===== src/hdl/rvc_pkg.sv =====
package rvc_pkg;

    localparam int INST_W = 16;
    localparam int XLEN   = 32;
    localparam int REG_W  = 5;

    localparam logic [REG_W-1:0] REG_ZERO = 5'd0;
    localparam logic [REG_W-1:0] REG_RA   = 5'd1;
    localparam logic [REG_W-1:0] REG_SP   = 5'd2;

    // x8..x15 reachable through the three-bit fields
    localparam logic [REG_W-1:0] COMPACT_REG_BASE = 5'd8;

    localparam logic [1:0] QUAD_0    = 2'd0;
    localparam logic [1:0] QUAD_1    = 2'd1;
    localparam logic [1:0] QUAD_2    = 2'd2;
    localparam logic [1:0] QUAD_FULL = 2'd3; // 32-bit encodings

    typedef enum logic [3:0] {
        ALU_ADD = 4'd1,
        ALU_SUB = 4'd2,
        ALU_AND = 4'd3,
        ALU_OR  = 4'd4,
        ALU_XOR = 4'd5,
        ALU_SLL = 4'd8,
        ALU_SRL = 4'd9,
        ALU_SRA = 4'd10
    } alu_op_t;

    typedef enum logic [2:0] {
        IMM_I = 3'd0,
        IMM_S = 3'd1,
        IMM_U = 3'd2,
        IMM_B = 3'd3,
        IMM_J = 3'd4
    } imm_sel_t;

    typedef enum logic [1:0] {
        DATA_PC_LINK = 2'd0,
        DATA_ALU     = 2'd1,
        DATA_IMM     = 2'd2,
        DATA_MEM     = 2'd3
    } data_sel_t;

    typedef enum logic [4:0] {
        K_NONE,
        K_ADDI4SPN, K_LW, K_SW,
        K_ADDI, K_JAL, K_LI, K_LUI, K_ADDI16SP,
        K_SRLI, K_SRAI, K_ANDI, K_SUB, K_XOR, K_OR, K_AND,
        K_J, K_BEQZ, K_BNEZ,
        K_SLLI, K_LWSP, K_SWSP, K_JR, K_JALR, K_MV, K_ADD
    } rvc_kind_t;

    // same 16 bits, CR/CI field split or CA/CB/CL/CS split
    typedef union packed {
        struct packed {
            logic [2:0] funct3;
            logic       funct4;
            logic [4:0] rd_rs1;
            logic [4:0] rs2;
            logic [1:0] opcode;
        } full;
        struct packed {
            logic [2:0] funct3;
            logic       funct4;
            logic [1:0] funct2;
            logic [2:0] rs1c;
            logic [1:0] funct2_lo;
            logic [2:0] rs2c;
            logic [1:0] opcode;
        } compact;
    } rvc_inst_u;

endpackage


===== src/hdl/rvc_kind_if.sv =====
`timescale 1ns/1ps

interface rvc_kind_if import rvc_pkg::*; ();

    rvc_inst_u inst;   // raw word, both views
    rvc_kind_t kind;
    alu_op_t   alu_op;
    logic      valid;

    modport source (
        output inst,
        output kind,
        output alu_op,
        output valid
    );

    modport sink (
        input inst,
        input kind,
        input alu_op,
        input valid
    );

endinterface


===== src/hdl/rvc_classifier.sv =====
`timescale 1ns/1ps

module rvc_classifier import rvc_pkg::*; (
    input  logic [INST_W-1:0] i_inst,
    input  logic              i_valid,
    rvc_kind_if.source        kind_out
);

    rvc_inst_u word;
    logic      ci_imm_zero;   // six-bit CI immediate is zero
    rvc_kind_t kind;
    alu_op_t   alu_op;

    assign word        = i_inst;
    assign ci_imm_zero = ({word.full.funct4, word.full.rs2} == 6'd0);

    always_comb begin
        kind   = K_NONE;
        alu_op = ALU_ADD;
        case (word.full.opcode)
            QUAD_0: begin
                case (word.full.funct3)
                    3'd0: if (i_inst[12:5] != 8'd0) kind = K_ADDI4SPN; // zero offset reserved
                    3'd2: kind = K_LW;
                    3'd6: kind = K_SW;
                    default: kind = K_NONE;
                endcase
            end
            QUAD_1: begin
                case (word.full.funct3)
                    3'd0: kind = K_ADDI;
                    3'd1: kind = K_JAL;
                    3'd2: kind = K_LI;
                    3'd3: begin
                        // rd == sp selects the stack adjust
                        if (!ci_imm_zero) begin
                            kind = (word.full.rd_rs1 == REG_SP) ? K_ADDI16SP : K_LUI;
                        end
                    end
                    3'd4: begin
                        case (word.compact.funct2)
                            2'd0: begin
                                if (!word.compact.funct4) begin // shamt[5] reserved on rv32
                                    kind   = K_SRLI;
                                    alu_op = ALU_SRL;
                                end
                            end
                            2'd1: begin
                                if (!word.compact.funct4) begin
                                    kind   = K_SRAI;
                                    alu_op = ALU_SRA;
                                end
                            end
                            2'd2: begin
                                kind   = K_ANDI;
                                alu_op = ALU_AND;
                            end
                            default: begin
                                if (!word.compact.funct4) begin
                                    case (word.compact.funct2_lo)
                                        2'd0: begin
                                            kind   = K_SUB;
                                            alu_op = ALU_SUB;
                                        end
                                        2'd1: begin
                                            kind   = K_XOR;
                                            alu_op = ALU_XOR;
                                        end
                                        2'd2: begin
                                            kind   = K_OR;
                                            alu_op = ALU_OR;
                                        end
                                        default: begin
                                            kind   = K_AND;
                                            alu_op = ALU_AND;
                                        end
                                    endcase
                                end
                            end
                        endcase
                    end
                    3'd5: kind = K_J;
                    3'd6: begin
                        kind   = K_BEQZ;
                        alu_op = ALU_SUB; // compare against x0
                    end
                    default: begin
                        kind   = K_BNEZ;
                        alu_op = ALU_SUB;
                    end
                endcase
            end
            QUAD_2: begin
                case (word.full.funct3)
                    3'd0: begin
                        if (!word.full.funct4) begin
                            kind   = K_SLLI;
                            alu_op = ALU_SLL;
                        end
                    end
                    3'd2: if (word.full.rd_rs1 != REG_ZERO) kind = K_LWSP;
                    3'd6: kind = K_SWSP;
                    3'd4: begin
                        if (word.full.rs2 != REG_ZERO) begin
                            kind = word.full.funct4 ? K_ADD : K_MV;
                        end else if (word.full.rd_rs1 != REG_ZERO) begin
                            kind = word.full.funct4 ? K_JALR : K_JR;
                        end
                        // rd and rs2 both zero is ebreak or reserved, left as none
                    end
                    default: kind = K_NONE;
                endcase
            end
            default: kind = K_NONE; // full-width word
        endcase
    end

    assign kind_out.inst   = word;
    assign kind_out.kind   = kind;
    assign kind_out.alu_op = alu_op;
    assign kind_out.valid  = i_valid;

endmodule


===== src/hdl/rvc_reg_select.sv =====
`timescale 1ns/1ps

module rvc_reg_select import rvc_pkg::*; (
    rvc_kind_if.sink         kind_in,
    output logic [REG_W-1:0] o_rs1,
    output logic [REG_W-1:0] o_rs2,
    output logic [REG_W-1:0] o_rd
);

    logic [REG_W-1:0] rs1_c;  // expanded rs1'
    logic [REG_W-1:0] rs2_c;  // expanded rs2'
    logic [REG_W-1:0] rd_full;
    logic [REG_W-1:0] rs2_full;

    assign rs1_c    = COMPACT_REG_BASE + {2'b00, kind_in.inst.compact.rs1c};
    assign rs2_c    = COMPACT_REG_BASE + {2'b00, kind_in.inst.compact.rs2c};
    assign rd_full  = kind_in.inst.full.rd_rs1;
    assign rs2_full = kind_in.inst.full.rs2;

    always_comb begin
        o_rs1 = REG_ZERO;
        o_rs2 = REG_ZERO;
        o_rd  = REG_ZERO;
        case (kind_in.kind)
            K_ADDI4SPN: begin
                o_rs1 = REG_SP;
                o_rd  = rs2_c;
            end
            K_LW: begin
                o_rs1 = rs1_c;
                o_rd  = rs2_c;
            end
            K_SW: begin
                o_rs1 = rs1_c;
                o_rs2 = rs2_c;
            end
            K_ADDI, K_SLLI: begin
                o_rs1 = rd_full;
                o_rd  = rd_full;
            end
            K_LI, K_LUI: o_rd = rd_full; // source stays x0
            K_ADDI16SP: begin
                o_rs1 = REG_SP;
                o_rd  = REG_SP;
            end
            K_SRLI, K_SRAI, K_ANDI: begin
                o_rs1 = rs1_c;
                o_rd  = rs1_c;
            end
            K_SUB, K_XOR, K_OR, K_AND: begin
                o_rs1 = rs1_c;
                o_rs2 = rs2_c;
                o_rd  = rs1_c;
            end
            K_BEQZ, K_BNEZ: o_rs1 = rs1_c;
            K_JAL:  o_rd = REG_RA;
            K_LWSP: begin
                o_rs1 = REG_SP;
                o_rd  = rd_full;
            end
            K_SWSP: begin
                o_rs1 = REG_SP;
                o_rs2 = rs2_full;
            end
            K_JR: o_rs1 = rd_full;
            K_JALR: begin
                o_rs1 = rd_full;
                o_rd  = REG_RA;
            end
            K_MV: begin
                o_rs2 = rs2_full;
                o_rd  = rd_full;
            end
            K_ADD: begin
                o_rs1 = rd_full;
                o_rs2 = rs2_full;
                o_rd  = rd_full;
            end
            default: o_rd = REG_ZERO; // J and none
        endcase
    end

endmodule


===== src/hdl/rvc_imm_gen.sv =====
`timescale 1ns/1ps

module rvc_imm_gen import rvc_pkg::*; (
    rvc_kind_if.sink        kind_in,
    output logic [XLEN-1:0] o_imm,
    output logic [XLEN-1:0] o_jt
);

    logic [INST_W-1:0] w;
    logic              sign;
    logic [4:0]        low5;   // CI immediate bits 4:0
    logic [XLEN-1:0]   cj_target;
    logic [XLEN-1:0]   cb_target;

    assign w    = kind_in.inst;
    assign sign = kind_in.inst.full.funct4;
    assign low5 = kind_in.inst.full.rs2;

    // offset[11|4|9:8|10|6|7|3:1|5] sits in bits 12:2
    assign cj_target = {{20{sign}}, sign, w[8], w[10:9], w[6], w[7], w[2], w[11],
                        w[5:3], 1'b0};
    // offset[8|4:3] in 12:10, offset[7:6|2:1|5] in 6:2
    assign cb_target = {{23{sign}}, sign, w[6:5], w[2], w[11:10], w[4:3], 1'b0};

    assign o_jt = (kind_in.kind inside {K_JAL, K_J}) ? cj_target : cb_target;

    always_comb begin
        case (kind_in.kind)
            K_ADDI, K_LI, K_ANDI:
                o_imm = {{27{sign}}, low5};
            K_SRLI, K_SRAI, K_SLLI:
                o_imm = {26'd0, sign, low5};              // shamt, unsigned
            K_LW, K_SW:
                o_imm = {25'd0, w[5], w[12:10], w[6], 2'b00};
            K_LWSP:
                o_imm = {24'd0, w[3:2], w[12], w[6:4], 2'b00};
            K_SWSP:
                o_imm = {24'd0, w[8:7], w[12:9], 2'b00};
            K_ADDI4SPN:
                o_imm = {22'd0, w[10:7], w[12:11], w[5], w[6], 2'b00};
            K_ADDI16SP:
                o_imm = {{22{sign}}, sign, w[4:3], w[5], w[2], w[6], 4'b0000};
            K_LUI:
                o_imm = {{14{sign}}, sign, low5, 12'd0}; // lands in bits 17:12
            default:
                o_imm = '0;
        endcase
    end

endmodule


===== src/hdl/rvc_decode_stage.sv =====
`timescale 1ns/1ps

module rvc_decode_stage import rvc_pkg::*; (
    input  logic             clk,
    input  logic             i_reset,
    rvc_kind_if.sink         kind_in,
    input  logic [REG_W-1:0] i_rs1,
    input  logic [REG_W-1:0] i_rs2,
    input  logic [REG_W-1:0] i_rd,
    input  logic [XLEN-1:0]  i_imm,
    input  logic [XLEN-1:0]  i_jt,
    output logic             o_valid,
    output logic             o_is_compressed,
    output alu_op_t          o_alu_op,
    output imm_sel_t         o_imm_select,
    output data_sel_t        o_sel_data,
    output logic             o_sel_op_a,
    output logic             o_sel_op_b,
    output logic             o_is_stype,
    output logic             o_is_load,
    output logic             o_wr_en,
    output logic [1:0]       o_btype,
    output logic             o_use_a,
    output logic             o_use_b,
    output logic             o_is_jump,
    output logic             o_is_btype,
    output logic [REG_W-1:0] o_rs1,
    output logic [REG_W-1:0] o_rs2,
    output logic [REG_W-1:0] o_rd,
    output logic [XLEN-1:0]  o_imm,
    output logic [XLEN-1:0]  o_jt
);

    rvc_kind_t kind;
    logic      is_jump, is_btype, is_stype, is_load, is_link, is_lui, is_rr;
    logic      wr_en;
    imm_sel_t  imm_select;
    data_sel_t sel_data;

    assign kind     = kind_in.kind;
    assign is_jump  = kind inside {K_JAL, K_J, K_JR, K_JALR};
    assign is_btype = kind inside {K_BEQZ, K_BNEZ};
    assign is_stype = kind inside {K_SW, K_SWSP};
    assign is_load  = kind inside {K_LW, K_LWSP};
    assign is_link  = kind inside {K_JR, K_JALR};   // register-indirect jumps
    assign is_lui   = (kind == K_LUI);
    assign is_rr    = kind inside {K_SUB, K_XOR, K_OR, K_AND, K_MV, K_ADD};
    assign wr_en    = !(kind inside {K_NONE, K_JR}) && !is_stype && !is_btype;

    always_comb begin
        if (is_jump)       imm_select = IMM_J;
        else if (is_btype) imm_select = IMM_B;
        else if (is_lui)   imm_select = IMM_U;
        else if (is_stype) imm_select = IMM_S;
        else               imm_select = IMM_I;
    end

    always_comb begin
        if (is_link)      sel_data = DATA_PC_LINK;
        else if (is_lui)  sel_data = DATA_IMM;
        else if (is_load) sel_data = DATA_MEM;
        else              sel_data = DATA_ALU;
    end

    always_ff @(posedge clk) begin
        if (i_reset) begin
            o_valid         <= 1'b0;
            o_is_compressed <= 1'b0;
            o_alu_op        <= alu_op_t'(4'd0);
            o_imm_select    <= IMM_I;
            o_sel_data      <= DATA_PC_LINK;
            o_sel_op_a      <= 1'b0;
            o_sel_op_b      <= 1'b0;
            o_is_stype      <= 1'b0;
            o_is_load       <= 1'b0;
            o_wr_en         <= 1'b0;
            o_btype         <= 2'b00;
            o_use_a         <= 1'b0;
            o_use_b         <= 1'b0;
            o_is_jump       <= 1'b0;
            o_is_btype      <= 1'b0;
            o_rs1           <= '0;
            o_rs2           <= '0;
            o_rd            <= '0;
            o_imm           <= '0;
            o_jt            <= '0;
        end else begin
            o_valid <= kind_in.valid;  // drops on an idle cycle
            if (kind_in.valid) begin
                o_is_compressed <= (kind_in.inst.full.opcode != QUAD_FULL);
                o_alu_op        <= kind_in.alu_op;
                o_imm_select    <= imm_select;
                o_sel_data      <= sel_data;
                o_sel_op_a      <= !(is_lui || is_link);
                o_sel_op_b      <= !(is_rr || is_btype);
                o_is_stype      <= is_stype;
                o_is_load       <= is_load;
                o_wr_en         <= wr_en;
                o_btype         <= {kind == K_BEQZ, kind == K_BNEZ};
                o_use_a         <= (i_rs1 != REG_ZERO);
                o_use_b         <= (i_rs2 != REG_ZERO);
                o_is_jump       <= is_jump;
                o_is_btype      <= is_btype;
                o_rs1           <= i_rs1;
                o_rs2           <= i_rs2;
                o_rd            <= i_rd;
                o_imm           <= i_imm;
                o_jt            <= i_jt;
            end
        end
    end

endmodule


===== src/hdl/rvc_decoder_top.sv =====
`timescale 1ns/1ps

module rvc_decoder_top import rvc_pkg::*; (
    input  logic              clk,
    input  logic              i_reset,
    input  logic              i_valid,
    input  logic [INST_W-1:0] i_inst,
    output logic              o_valid,
    output logic              o_is_compressed,
    output alu_op_t           o_alu_op,
    output imm_sel_t          o_imm_select,
    output data_sel_t         o_sel_data,
    output logic              o_sel_op_a,
    output logic              o_sel_op_b,
    output logic              o_is_stype,
    output logic              o_is_load,
    output logic              o_wr_en,
    output logic [1:0]        o_btype,
    output logic              o_use_a,
    output logic              o_use_b,
    output logic              o_is_jump,
    output logic              o_is_btype,
    output logic [REG_W-1:0]  o_rs1,
    output logic [REG_W-1:0]  o_rs2,
    output logic [REG_W-1:0]  o_rd,
    output logic [XLEN-1:0]   o_imm,
    output logic [XLEN-1:0]   o_jt
);

    rvc_kind_if kind_bus ();

    logic [REG_W-1:0] rs1, rs2, rd;
    logic [XLEN-1:0]  imm, jt;

    rvc_classifier rvc_classifier_inst (
        .i_inst   (i_inst),
        .i_valid  (i_valid),
        .kind_out (kind_bus.source)
    );

    // register and immediate paths run side by side
    rvc_reg_select rvc_reg_select_inst (
        .kind_in (kind_bus.sink),
        .o_rs1   (rs1),
        .o_rs2   (rs2),
        .o_rd    (rd)
    );

    rvc_imm_gen rvc_imm_gen_inst (
        .kind_in (kind_bus.sink),
        .o_imm   (imm),
        .o_jt    (jt)
    );

    rvc_decode_stage rvc_decode_stage_inst (
        .clk             (clk),
        .i_reset         (i_reset),
        .kind_in         (kind_bus.sink),
        .i_rs1           (rs1),
        .i_rs2           (rs2),
        .i_rd            (rd),
        .i_imm           (imm),
        .i_jt            (jt),
        .o_valid         (o_valid),
        .o_is_compressed (o_is_compressed),
        .o_alu_op        (o_alu_op),
        .o_imm_select    (o_imm_select),
        .o_sel_data      (o_sel_data),
        .o_sel_op_a      (o_sel_op_a),
        .o_sel_op_b      (o_sel_op_b),
        .o_is_stype      (o_is_stype),
        .o_is_load       (o_is_load),
        .o_wr_en         (o_wr_en),
        .o_btype         (o_btype),
        .o_use_a         (o_use_a),
        .o_use_b         (o_use_b),
        .o_is_jump       (o_is_jump),
        .o_is_btype      (o_is_btype),
        .o_rs1           (o_rs1),
        .o_rs2           (o_rs2),
        .o_rd            (o_rd),
        .o_imm           (o_imm),
        .o_jt            (o_jt)
    );

endmodule


===== config.mk =====
export PLATFORM = sky130hd
export DESIGN_NAME = rvc_decoder_top
export DESIGN_NICKNAME = d
export VERILOG_FILES = /design/src/hdl/rvc_pkg.sv /design/src/hdl/rvc_kind_if.sv /design/src/hdl/rvc_classifier.sv /design/src/hdl/rvc_reg_select.sv /design/src/hdl/rvc_imm_gen.sv /design/src/hdl/rvc_decode_stage.sv /design/src/hdl/rvc_decoder_top.sv
export SDC_FILE = /design/constraint.sdc
export NUM_CORES = 1
export LEC_CHECK = 0
export ABC_AREA = 1
export BUFFER_PORTS_ARGS = -buffer_cell sky130_fd_sc_hd__buf_4
export CORE_ASPECT_RATIO = 0.5
export CORE_UTILIZATION = 53
export CTS_BUF_LIST = sky130_fd_sc_hd__clkbuf_8 sky130_fd_sc_hd__clkbuf_16
export CTS_CLUSTER_DIAMETER = 50
export DETAILED_ROUTE_END_ITERATION = 8
export GPL_TIMING_DRIVEN = 0
export PLACE_DENSITY = 0.89
export SYNTH_ARGS = -nofsm -noshare
export SYNTH_HDL_FRONTEND = slang
export SYNTH_HIERARCHICAL = 1
export SYNTH_SLANG_ARGS = --single-unit

===== constraint.sdc =====
create_clock -name clk -period 3.5 [get_ports clk]
set_input_delay 0.175 -clock clk [delete_from_list [all_inputs] [get_ports clk]]
set_output_delay 0.175 -clock clk [all_outputs]
set_load 0.01 [all_outputs]

# == Yosys cells after proc, flatten, opt, wreduce, memory -nomap -nowiden ==
# Cells that the tools add are included.
# word_totals
register_bits,81
in_bits,19
out_inout_bits,101
word_cells,141
# classes
n_addsub,2
eq_ne,39
mux,39
n_reduce_logical,41
# op_table
cell,count
one-hot mux 32 bit (8 select lines),1
"equality test 5 bit, second input constant",10
one-hot mux 5 bit (3 select lines),3
"equality test 5 x 4 -> 1 bit, second input constant",8
one-hot mux 5 bit (7 select lines),1
2-to-1 mux 4 bit,8
2-to-1 mux 5 bit,5
one-hot mux 5 bit (5 select lines),1
"equality test 5 x 3 -> 1 bit, second input constant",4
one-hot mux 5 bit (4 select lines),1
nonzero test 5 bit,4
one-hot mux 4 bit (2 select lines),2
"equality test 5 x 2 -> 1 bit, second input constant",3
OR reduction 5 bit,3
OR reduction 7 bit,2
2-to-1 mux 3 bit,4
one-hot mux 2 bit (3 select lines),2
one-hot mux 4 bit (3 select lines),1
nonzero test 2 bit,6
2-to-1 mux 11 bit,1
OR reduction 11 bit,1
"adder 4 x 3 -> 5 bit, first input constant",2
one-hot mux 5 bit (2 select lines),1
"equality test 3 bit, second input constant",3
22 further kinds,44

# == Depth between registers and ports, before layout ==
# Gate-level depths: netlist (run 1).
# logic_depth
ltp_word,12
depth_mapped,20
depth_no_buf,19

# == Cells and area by module ==
# Netlist (run 1), hierarchy kept.
# by_module_without_submodules
mod,instances,cells_each,area_per_inst_um2
rvc_decode_stage,1,303,3230.6
rvc_imm_gen,1,164,943.4
rvc_classifier,1,146,753.2
rvc_reg_select,1,102,510.5

# == Least setup slack after synthesis (run 1) ==
# No wires, ideal clock.
# synth_timing
path_kind,input port to flip-flop
from,in i_inst[13]
to,reg rvc_decode_stage_inst.o_imm[20]
setup_time_ps,59
t_arrival_ps,2687
required_time_ps,3441
path_slack_ps,754
stages,15
n_path_buf,1
path_cell_list,nor2_2 nand2_2 inv_4 nand3_1 nand3_1 nand2_1 a21oi_1 inv_2 nor2_4 nand3_2 nand2_4 nand2_4 nand2_1 buf_4 a22o_1
# synth_via
elab_chain_cells,6
elab_cells_between_ends,28
# synth_rtl
item,line,rtl
from (decl),rvc_decoder_top.sv:7,"input logic [INST_W-1:0] i_inst,"
equality test 3 bit (tied with other cells),"rvc_classifier.sv:22, rvc_classifier.sv:30, rvc_classifier.sv:94",
one-hot mux 5 bit (7 select lines) or one-hot mux 5 bit (4 select lines) (tied branches),"rvc_classifier.sv:30, rvc_classifier.sv:94",
one-hot mux 5 bit (3 select lines) (*),rvc_classifier.sv:20,case (word.full.opcode)
net kind_bus.kind[2],rvc_kind_if.sv:6,rvc_kind_t kind;
equality test 5 x 4 -> 1 bit (tied with other cells),rvc_imm_gen.sv:28,case (kind_in.kind)
OR reduction 3 bit or OR reduction 2 bit (tied branches),rvc_imm_gen.sv:28,
one-hot mux 32 bit (8 select lines) (*),rvc_imm_gen.sv:28,
net imm[20],rvc_decoder_top.sv:33,"logic [XLEN-1:0] imm, jt;"
to (signal assigned),rvc_decode_stage.sv:107,o_imm <= i_imm;
to (decl),rvc_decode_stage.sv:30,"output logic [XLEN-1:0] o_imm,"
# Mark *: on every way through the listed nets, which the timed path passes. The rest lies on a longest branch.
# A chain may end at the register's enable or synchronous reset.

# == Worst setup path in the final report (run 1) ==
# layout_timing
from,in i_inst[0]
to,reg rvc_decode_stage_inst.o_imm[19]
# layout_via
elab_chain_cells,5
elab_cells_between_ends,21
# layout_rtl
item,line
equality test 2 bit (tied with other cells),rvc_classifier.sv:20
one-hot mux 5 bit (3 select lines) (*),rvc_classifier.sv:20
net kind_bus.kind[0],rvc_kind_if.sv:6
equality test 5 x 4 -> 1 bit (tied with other cells),rvc_imm_gen.sv:28
OR reduction 3 bit or OR reduction 2 bit (tied branches),rvc_imm_gen.sv:28
one-hot mux 32 bit (8 select lines) (*),rvc_imm_gen.sv:28
net imm[19],rvc_decoder_top.sv:33
# Marked as above.

==> impl_results.md, run 1 <==
* # fillers at 786
* Clock share of power at between 30% and 40%
* Required time of the critical path at approximately 3800 ps
* Initial DRC count at just under 500
* Hold Violations, Final at 0
* Skew-Pair Late Insertion Delay at about 350 ps
* Reg2Reg Depth at 2
* Max_slew headroom at 27.21%
* Postcts setup bufs at 0
* Via Count at slightly above 5k
* Slack of the critical path at approximately 430 ps
* RR Startpoint: rvc_decode_stage_inst/o_use_a$_SDFFE_PP0P_
* Post-route DRC at 0
* Yosys Warn Count at 6
* Comb pwr share at 18.3%
* Detailed Route WL at ~14000 microns
* Final worst-path cycle share at just under 90%
* Layout area overhead at 25.28%
* CP Class: in2reg
* CTS tree: built
* Number of diodes at 0
* Hold depth at 2
* Core area at roughly 9700 sq um
* CTS Buf Count at 9
* I/O Buffers at 116
* Fin crit period at 3069 ps
* Worst setup SP type: input port
* Reg-to-reg endpoint: rvc_decode_stage_inst/o_use_a$_SDFFE_PP0P_
* Post-detail-place hpwl at around 10000 microns
* Sw power at 768.9 uW
* Clock Sinks at 99
* Pre-CTS WS at approximately 130 ps
* Crit Path Max Fanout at 15
* Syn Inst Count at just over 700
* Largest net degree at the start of global routing at 30
* All-Layer GR Usage at 26.33%
* Gpl congestion at 0.9357
* Top achievable clock speed at between 0.3 and 0.4 GHz
* Hold_sp: i_reset
* Cell area after synthesis at roughly 5400 sq um
* Post_cts resized at 0
* Status: complete, no violations
* Htree depth at 3
* Total grt overflow at 0
* Pwr dens at between 400 and 500 nW/um^2
* First-pass GRT wire length at ~22000 microns
* Worst-path clk slew at about 70 ps
* Die Y at between 70 and 80 microns
* CP endpoint kind: flop
* Routed WL per cell at between 10 and 15 microns
* Final Max Tran Viols at 0
* Rows at 25
* Switching part of the total at 27.89%
* Antenna-violating nets left at 0
* Drt pass-1 iters at 7
* Worst slew pin tran at roughly 1100 ps
* Share of post-route cells with drive strength above 1 at 31.99%
* Min-Delay Endpoint: rvc_decode_stage_inst/o_sel_data[1]$_SDFFE_PP0P_
* Reg2Reg Setup Slack at ~2800 ps
* Hold Crit Class: in2reg
* Root Driver: clkbuf_16
* I/O pin count at 120
* Worst-case clock buffer depth at 2
* Clock skew at 0 ps
* Accumulated negative setup slack at 0 ps
* P_int at 1988 uW
* Unrepaired setup endpoints after global routing: false
* Hold_buf cts at 0
* Die width at around 140 microns
* Routed vias/inst at a little over 5
* Syn Area/Cell at around 7.6 sq um
* Initial Util at between 50% and 60%
* Seq pwr share at 43.7%
* Die area at ~11000 sq um
* Vias in the first global route at around 4.6k
* Crit path DAT at around 3400 ps
* Max-cap violations at 0
* Synth Net Count at around 740
* Static Leakage at between 0.003 and 0.004 uW
* Final #Nets at slightly below 900
* Initial antenna violation count at 0
* Final setup fails at 0
* Peak VDD IR at between 0.3 and 0.4 mV
layout make-up:
cell class	instances	area, sq um	area share, %
Multi-Input combinational cell	455	2556	37.68
Sequential cell	99	1982	29.21
Timing Repair Buffer	116	870.8	12.84
Buffer	83	600.6	8.853
Inverter	75	284.0	4.187
Clock buffer	10	239.0	3.523
Tap cell	135	168.9	2.490
Clock inverter	6	82.58	1.217
through the flow:
| step | cells | hold slack (ps) | area [sq um] | power, uW | util, % |
|---|---|---|---|---|---|
| after floorplan | 712 | 363.9 | 5415 | 1557 | - |
| after global placement | 963 | 442.2 | 6455 | 1717 | 66.78 |
| after detailed placement | 963 | 442.9 | 6462 | 1729 | 66.86 |
| after CTS | 979 | 82.36 | 6784 | 2771 | 70.19 |
| after global routing | 979 | 113.1 | 6784 | 2876 | 70.19 |
| final | 979 | 94.11 | 6784 | 2757 | 70.19 |
power groups by stage:
stage / logic (uW) / registers [uW] / clock network, uW
2_1_floorplan: 307 / 1250 / 0
3_3_place_gp: 487 / 1230 / 0
3_5_place_dp: 498 / 1230 / 0
4_1_cts: 502 / 1210 / 1060
5_1_grt: 552 / 1210 / 1110
6_report: 505 / 1210 / 1050
worst max-delay path, stage by stage:
cell     delay [ps]
buf_4           130
inv_1            70
ha_1            260
inv_1            60
nor2_1          110
nand2_1          70
inv_1            50
nand2_1          40
nand2_1          50
nor2_1           30
nor2_1          810
nand2_1         210
inv_1           160
nand3_1         120
nand2_4         200
nand2_4          70
nand2_1         400
buf_4           190
a22o_1          130
sequential cells by signal, summed over array words and instances, names as in the netlist, 2 cells and up:
| signal | count |
|---|---|
| rvc_decode_stage_inst/o_alu_op | 4 |
| rvc_decode_stage_inst/o_btype | 2 |
| rvc_decode_stage_inst/o_imm | 32 |
| rvc_decode_stage_inst/o_imm_select | 3 |
| rvc_decode_stage_inst/o_jt | 32 |
| rvc_decode_stage_inst/o_rd | 5 |
| rvc_decode_stage_inst/o_rs1 | 5 |
| rvc_decode_stage_inst/o_rs2 | 5 |
| rvc_decode_stage_inst/o_sel_data | 2 |
cell usage in the layout (no fill, tap or decap), types with 2 or more instances in the layout:
| master | instances |
|---|---|
| nor4_1 | 3 |
| a21oi_2 | 2 |
| a21oi_1 | 14 |
| nor2_1 | 64 |
| nand3_2 | 6 |
| nand2_2 | 11 |
| buf_4 | 182 |
| buf_6 | 3 |
| a31oi_1 | 2 |
| clkbuf_1 | 6 |
| o21bai_1 | 5 |
| nand2_4 | 2 |
| o21ai_1 | 13 |
| nor3_1 | 4 |
| inv_2 | 11 |
| nor2_4 | 5 |
| clkbuf_16 | 9 |
| nand3_1 | 48 |
| dfxtp_1 | 99 |
| o21ai_0 | 17 |
| a22o_1 | 77 |
| nand2_1 | 141 |
| nor2_2 | 17 |
| inv_1 | 63 |
| clkbuf_8 | 2 |
| o21ai_2 | 3 |
| nand4_1 | 5 |
| buf_2 | 7 |
| ha_1 | 7 |
routing by layer:
| layer | wire (microns) | global-route usage (%) | vias up |
|---|---|---|---|
| met5 | 0 | 0 | - |
| met4 | 173 | 8.274 | 0 |
| met1 | 6323 | 35.05 | 2302 |
| met2 | 6248 | 43.96 | 188 |
| met3 | 921 | 4.720 | 17 |
| li1 | - | - | 2562 |
worst max path at each step:
stage,startpoint,to,slack [ps],depth (start not counted)
after detailed placement,i_inst[0],rvc_decode_stage_inst/o_imm[19]$_SDFFE_PP0P_,130,19
after floorplan,i_inst[13],rvc_decode_stage_inst/o_imm[20]$_SDFFE_PP0P_,750,15
after CTS,i_inst[0],rvc_decode_stage_inst/o_imm[19]$_SDFFE_PP0P_,490,19
final,i_inst[0],rvc_decode_stage_inst/o_imm[19]$_SDFFE_PP0P_,430,19
after global routing,i_inst[0],rvc_decode_stage_inst/o_imm[19]$_SDFFE_PP0P_,30,19
after global placement,i_inst[10],rvc_decode_stage_inst/o_use_b$_SDFFE_PP0P_,20,17
Power figures use the tool's default switching activity.
==> run 2: changes to the inputs <==
Clock period 3.5 ns to 3.3 ns, I/O delays scaled along.
==> run 2 against run 1 <==
Non-clock buffer count is the same. Worst hold slack lost 9.4 ps. Clock skew unchanged. Utilization barely moved. Critical endpoint unchanged. Highest routed layer unchanged. Sequential power increased by 6%. Global-route usage unchanged. Sequential share of layout area about the same. Critical path depth down 3. Cell count unchanged. First-iteration DRC count stayed put.
==> impl_results.md, run 2 (synthesis results as in run 1) <==
* Final worst-path cycle share at slightly below 90%
* Top achievable clock speed at roughly 0.35 GHz
* Skew-Pair Late Insertion Delay at 350 ps
* Core area at slightly below 10000 sq um
* Max_slew headroom at a little under two fifths
* Reg2Reg Depth at 2
* Initial DRC count at between 400 and 500
* Rows at 25
* CTS tree: built
* Crit Path Max Fanout at 15
* CP Capture Point: rvc_decode_stage_inst/o_imm[19]$_SDFFE_PP0P_
* Worst-path clk slew at 70 ps
* Smallest hold slack at around 85 ps
* All-Layer GR Usage at approximately a quarter
* Post-route DRC at 0
* Layout area overhead at 25.32%
* Slowest cell on crit path: a21oi_1
* Fin crit period at between 2000 and 3000 ps
* Hold Crit Class: in2reg
* Worst slew pin tran at 944.6 ps
* Root Driver: clkbuf_16
* Share of post-route cells with drive strength above 1 at about 32%
* Most common cell after layout, fill and taps aside: buf_4
* Die Y at 73.48 microns
* Via Count at between 5k and 6k
* Crit-path most repeated cell: nand2_1
* Worst-case clock buffer depth at 2
* Status: complete, no violations
* Reg-to-reg endpoint: rvc_decode_stage_inst/o_use_a$_SDFFE_PP0P_
* CTS Buf Count at 9
* Routed WL per cell at ~14 microns
* Accumulated negative setup slack at 0 ps
* First-pass GRT wire length at approximately 22000 microns
* Initial antenna violation count at 0
* Gr busiest metal: met2
* Worst setup SP type: input port
* GR Util met1 at approximately a third
* Required time of the critical path at ~3600 ps
* Critical path launch point: i_inst[12]
* Htree depth at 3
* Reg2Reg Setup Slack at about 2600 ps
* Final setup fails at 0
* Gpl congestion at 0.9357
* Largest net degree at the start of global routing at 30
* Largest stage delay, worst path at about 750 ps
* RR Startpoint: rvc_decode_stage_inst/o_use_a$_SDFFE_PP0P_
* Peak VDD IR at approximately 0.33 mV
* I/O Buffers at between 100 and 150
* Antenna-violating nets left at 0
* Final #Nets at approximately 870
* Routed vias/inst at 5.196
* Hold Violations, Final at 0
* CP endpoint kind: flop
* Met2 Use GR at between 40 and 50%
* Pwr dens at 430.8 nW/um^2
* Post-detail-place hpwl at 10160 microns
* Number of diodes at 0
* Crit path DAT at about 3200 ps
* Hold_buf cts at 0
* I/O pin count at 120
* Non-Filler Instances at 979
* Vias in the first global route at between 4k and 5k
* CP Class: in2reg
* Initial Util at 56.03%
* Commonest cells after routing, fill and taps aside: buf_4, nand2_1, dfxtp_1
* Total grt overflow at 0
* Critical path cell sequence: buf_4 -> inv_1 -> a21oi_1 -> nor2_1 -> nand2_1 -> nand3b_1 -> nand2_1 -> a21oi_1 -> nand2_1 -> inv_1 -> nand3_1 -> nand2_4 -> nand2_4 -> nand2_1 -> buf_4 -> a22o_1
* Met3 usage at 4.720%
* Dpl cells at about 960
* Unrepaired setup endpoints after global routing: false
* Regs by FF count: rvc_decode_stage_inst/o_imm (32), rvc_decode_stage_inst/o_jt (32)
* Max-cap violations at 0
* Static Leakage at approximately 0.0035 uW
* Detailed Route WL at 13660 microns
* Drt pass-1 iters at 5
* Die area at 10650 sq um
* Final Max Tran Viols at 0
* Die width at 145.0 microns
* Clock Sinks at 99
* Clock skew at 0 ps
[run 2: cell types whose count changed in the layout (fill, tap and decap cells not counted)]
cell,delta
nor2_2,+1
nor2_1,-1
[run 2: worst min path at each step]
stage / from / endpoint / slack [ps] / cells after the start
floorplan: i_inst[0] / rvc_decode_stage_inst/o_is_compressed$_SDFFE_PP0P_ / 350 / 2
global placement: i_reset / rvc_decode_stage_inst/o_sel_data[1]$_SDFFE_PP0P_ / 430 / 2
detailed placement: i_reset / rvc_decode_stage_inst/o_sel_data[1]$_SDFFE_PP0P_ / 430 / 2
global route: i_reset / rvc_decode_stage_inst/o_sel_data[1]$_SDFFE_PP0P_ / 100 / 2
finish: i_reset / rvc_decode_stage_inst/o_sel_data[1]$_SDFFE_PP0P_ / 80 / 2
CTS: i_reset / rvc_decode_stage_inst/o_sel_data[1]$_SDFFE_PP0P_ / 70 / 2
[run 2: area by class of cell]
type | count | area, sq um
plain buffers | 83 | 600.6
well taps | 135 | 168.9
clock buffers | 10 | 239.0
clock inverters | 6 | 82.58
fillers | 786 | 2879
flip-flops and latches | 99 | 1982
inverters | 75 | 284.0
multi-input cells | 455 | 2559
repair buffers | 116 | 870.8
[run 2: metal layers]
| metal | wire length, microns | up-vias |
|---|---|---|
| met4 | 165 | 0 |
| met1 | 6240 | 2300 |
| met3 | 989 | 14 |
| met2 | 6265 | 214 |
| li1 | - | 2559 |
| met5 | 0 | - |
[run 2: worst max-delay path: cells and delay by family]
kind,cells,cell delay [ps]
AND/OR/NAND/NOR,9,1310
AO/OA/AOI/OAI,3,1010
buffers and inverters,4,660
[run 2: timing repair]
item | 4_1_cts | 5_1_grt
gates resized for setup | 0 | 1
endpoints found under the setup margin | 0 | 15
setup buffers | 0 | 0
[run 2: metrics by stage]
| stage | util (%) | area (sq um) | setup WS [ps] | power [uW] |
|---|---|---|---|---|
| 3_3_place_gp | 66.78 | 6455 | -166.4 | 1821 |
| 5_1_grt | 70.21 | 6787 | 55.75 | 3050 |
| 2_1_floorplan | - | 5415 | 563.8 | 1652 |
| 3_5_place_dp | 66.86 | 6462 | -60.95 | 1834 |
| 6_report | 70.21 | 6787 | 413.1 | 2924 |
| 4_1_cts | 70.19 | 6784 | 295.3 | 2939 |
[run 2: power by group]
group / switching (uW) / internal [uW]
Clock: 486 / 624
Sequential: 30.3 / 1250
Combinational: 299 / 237
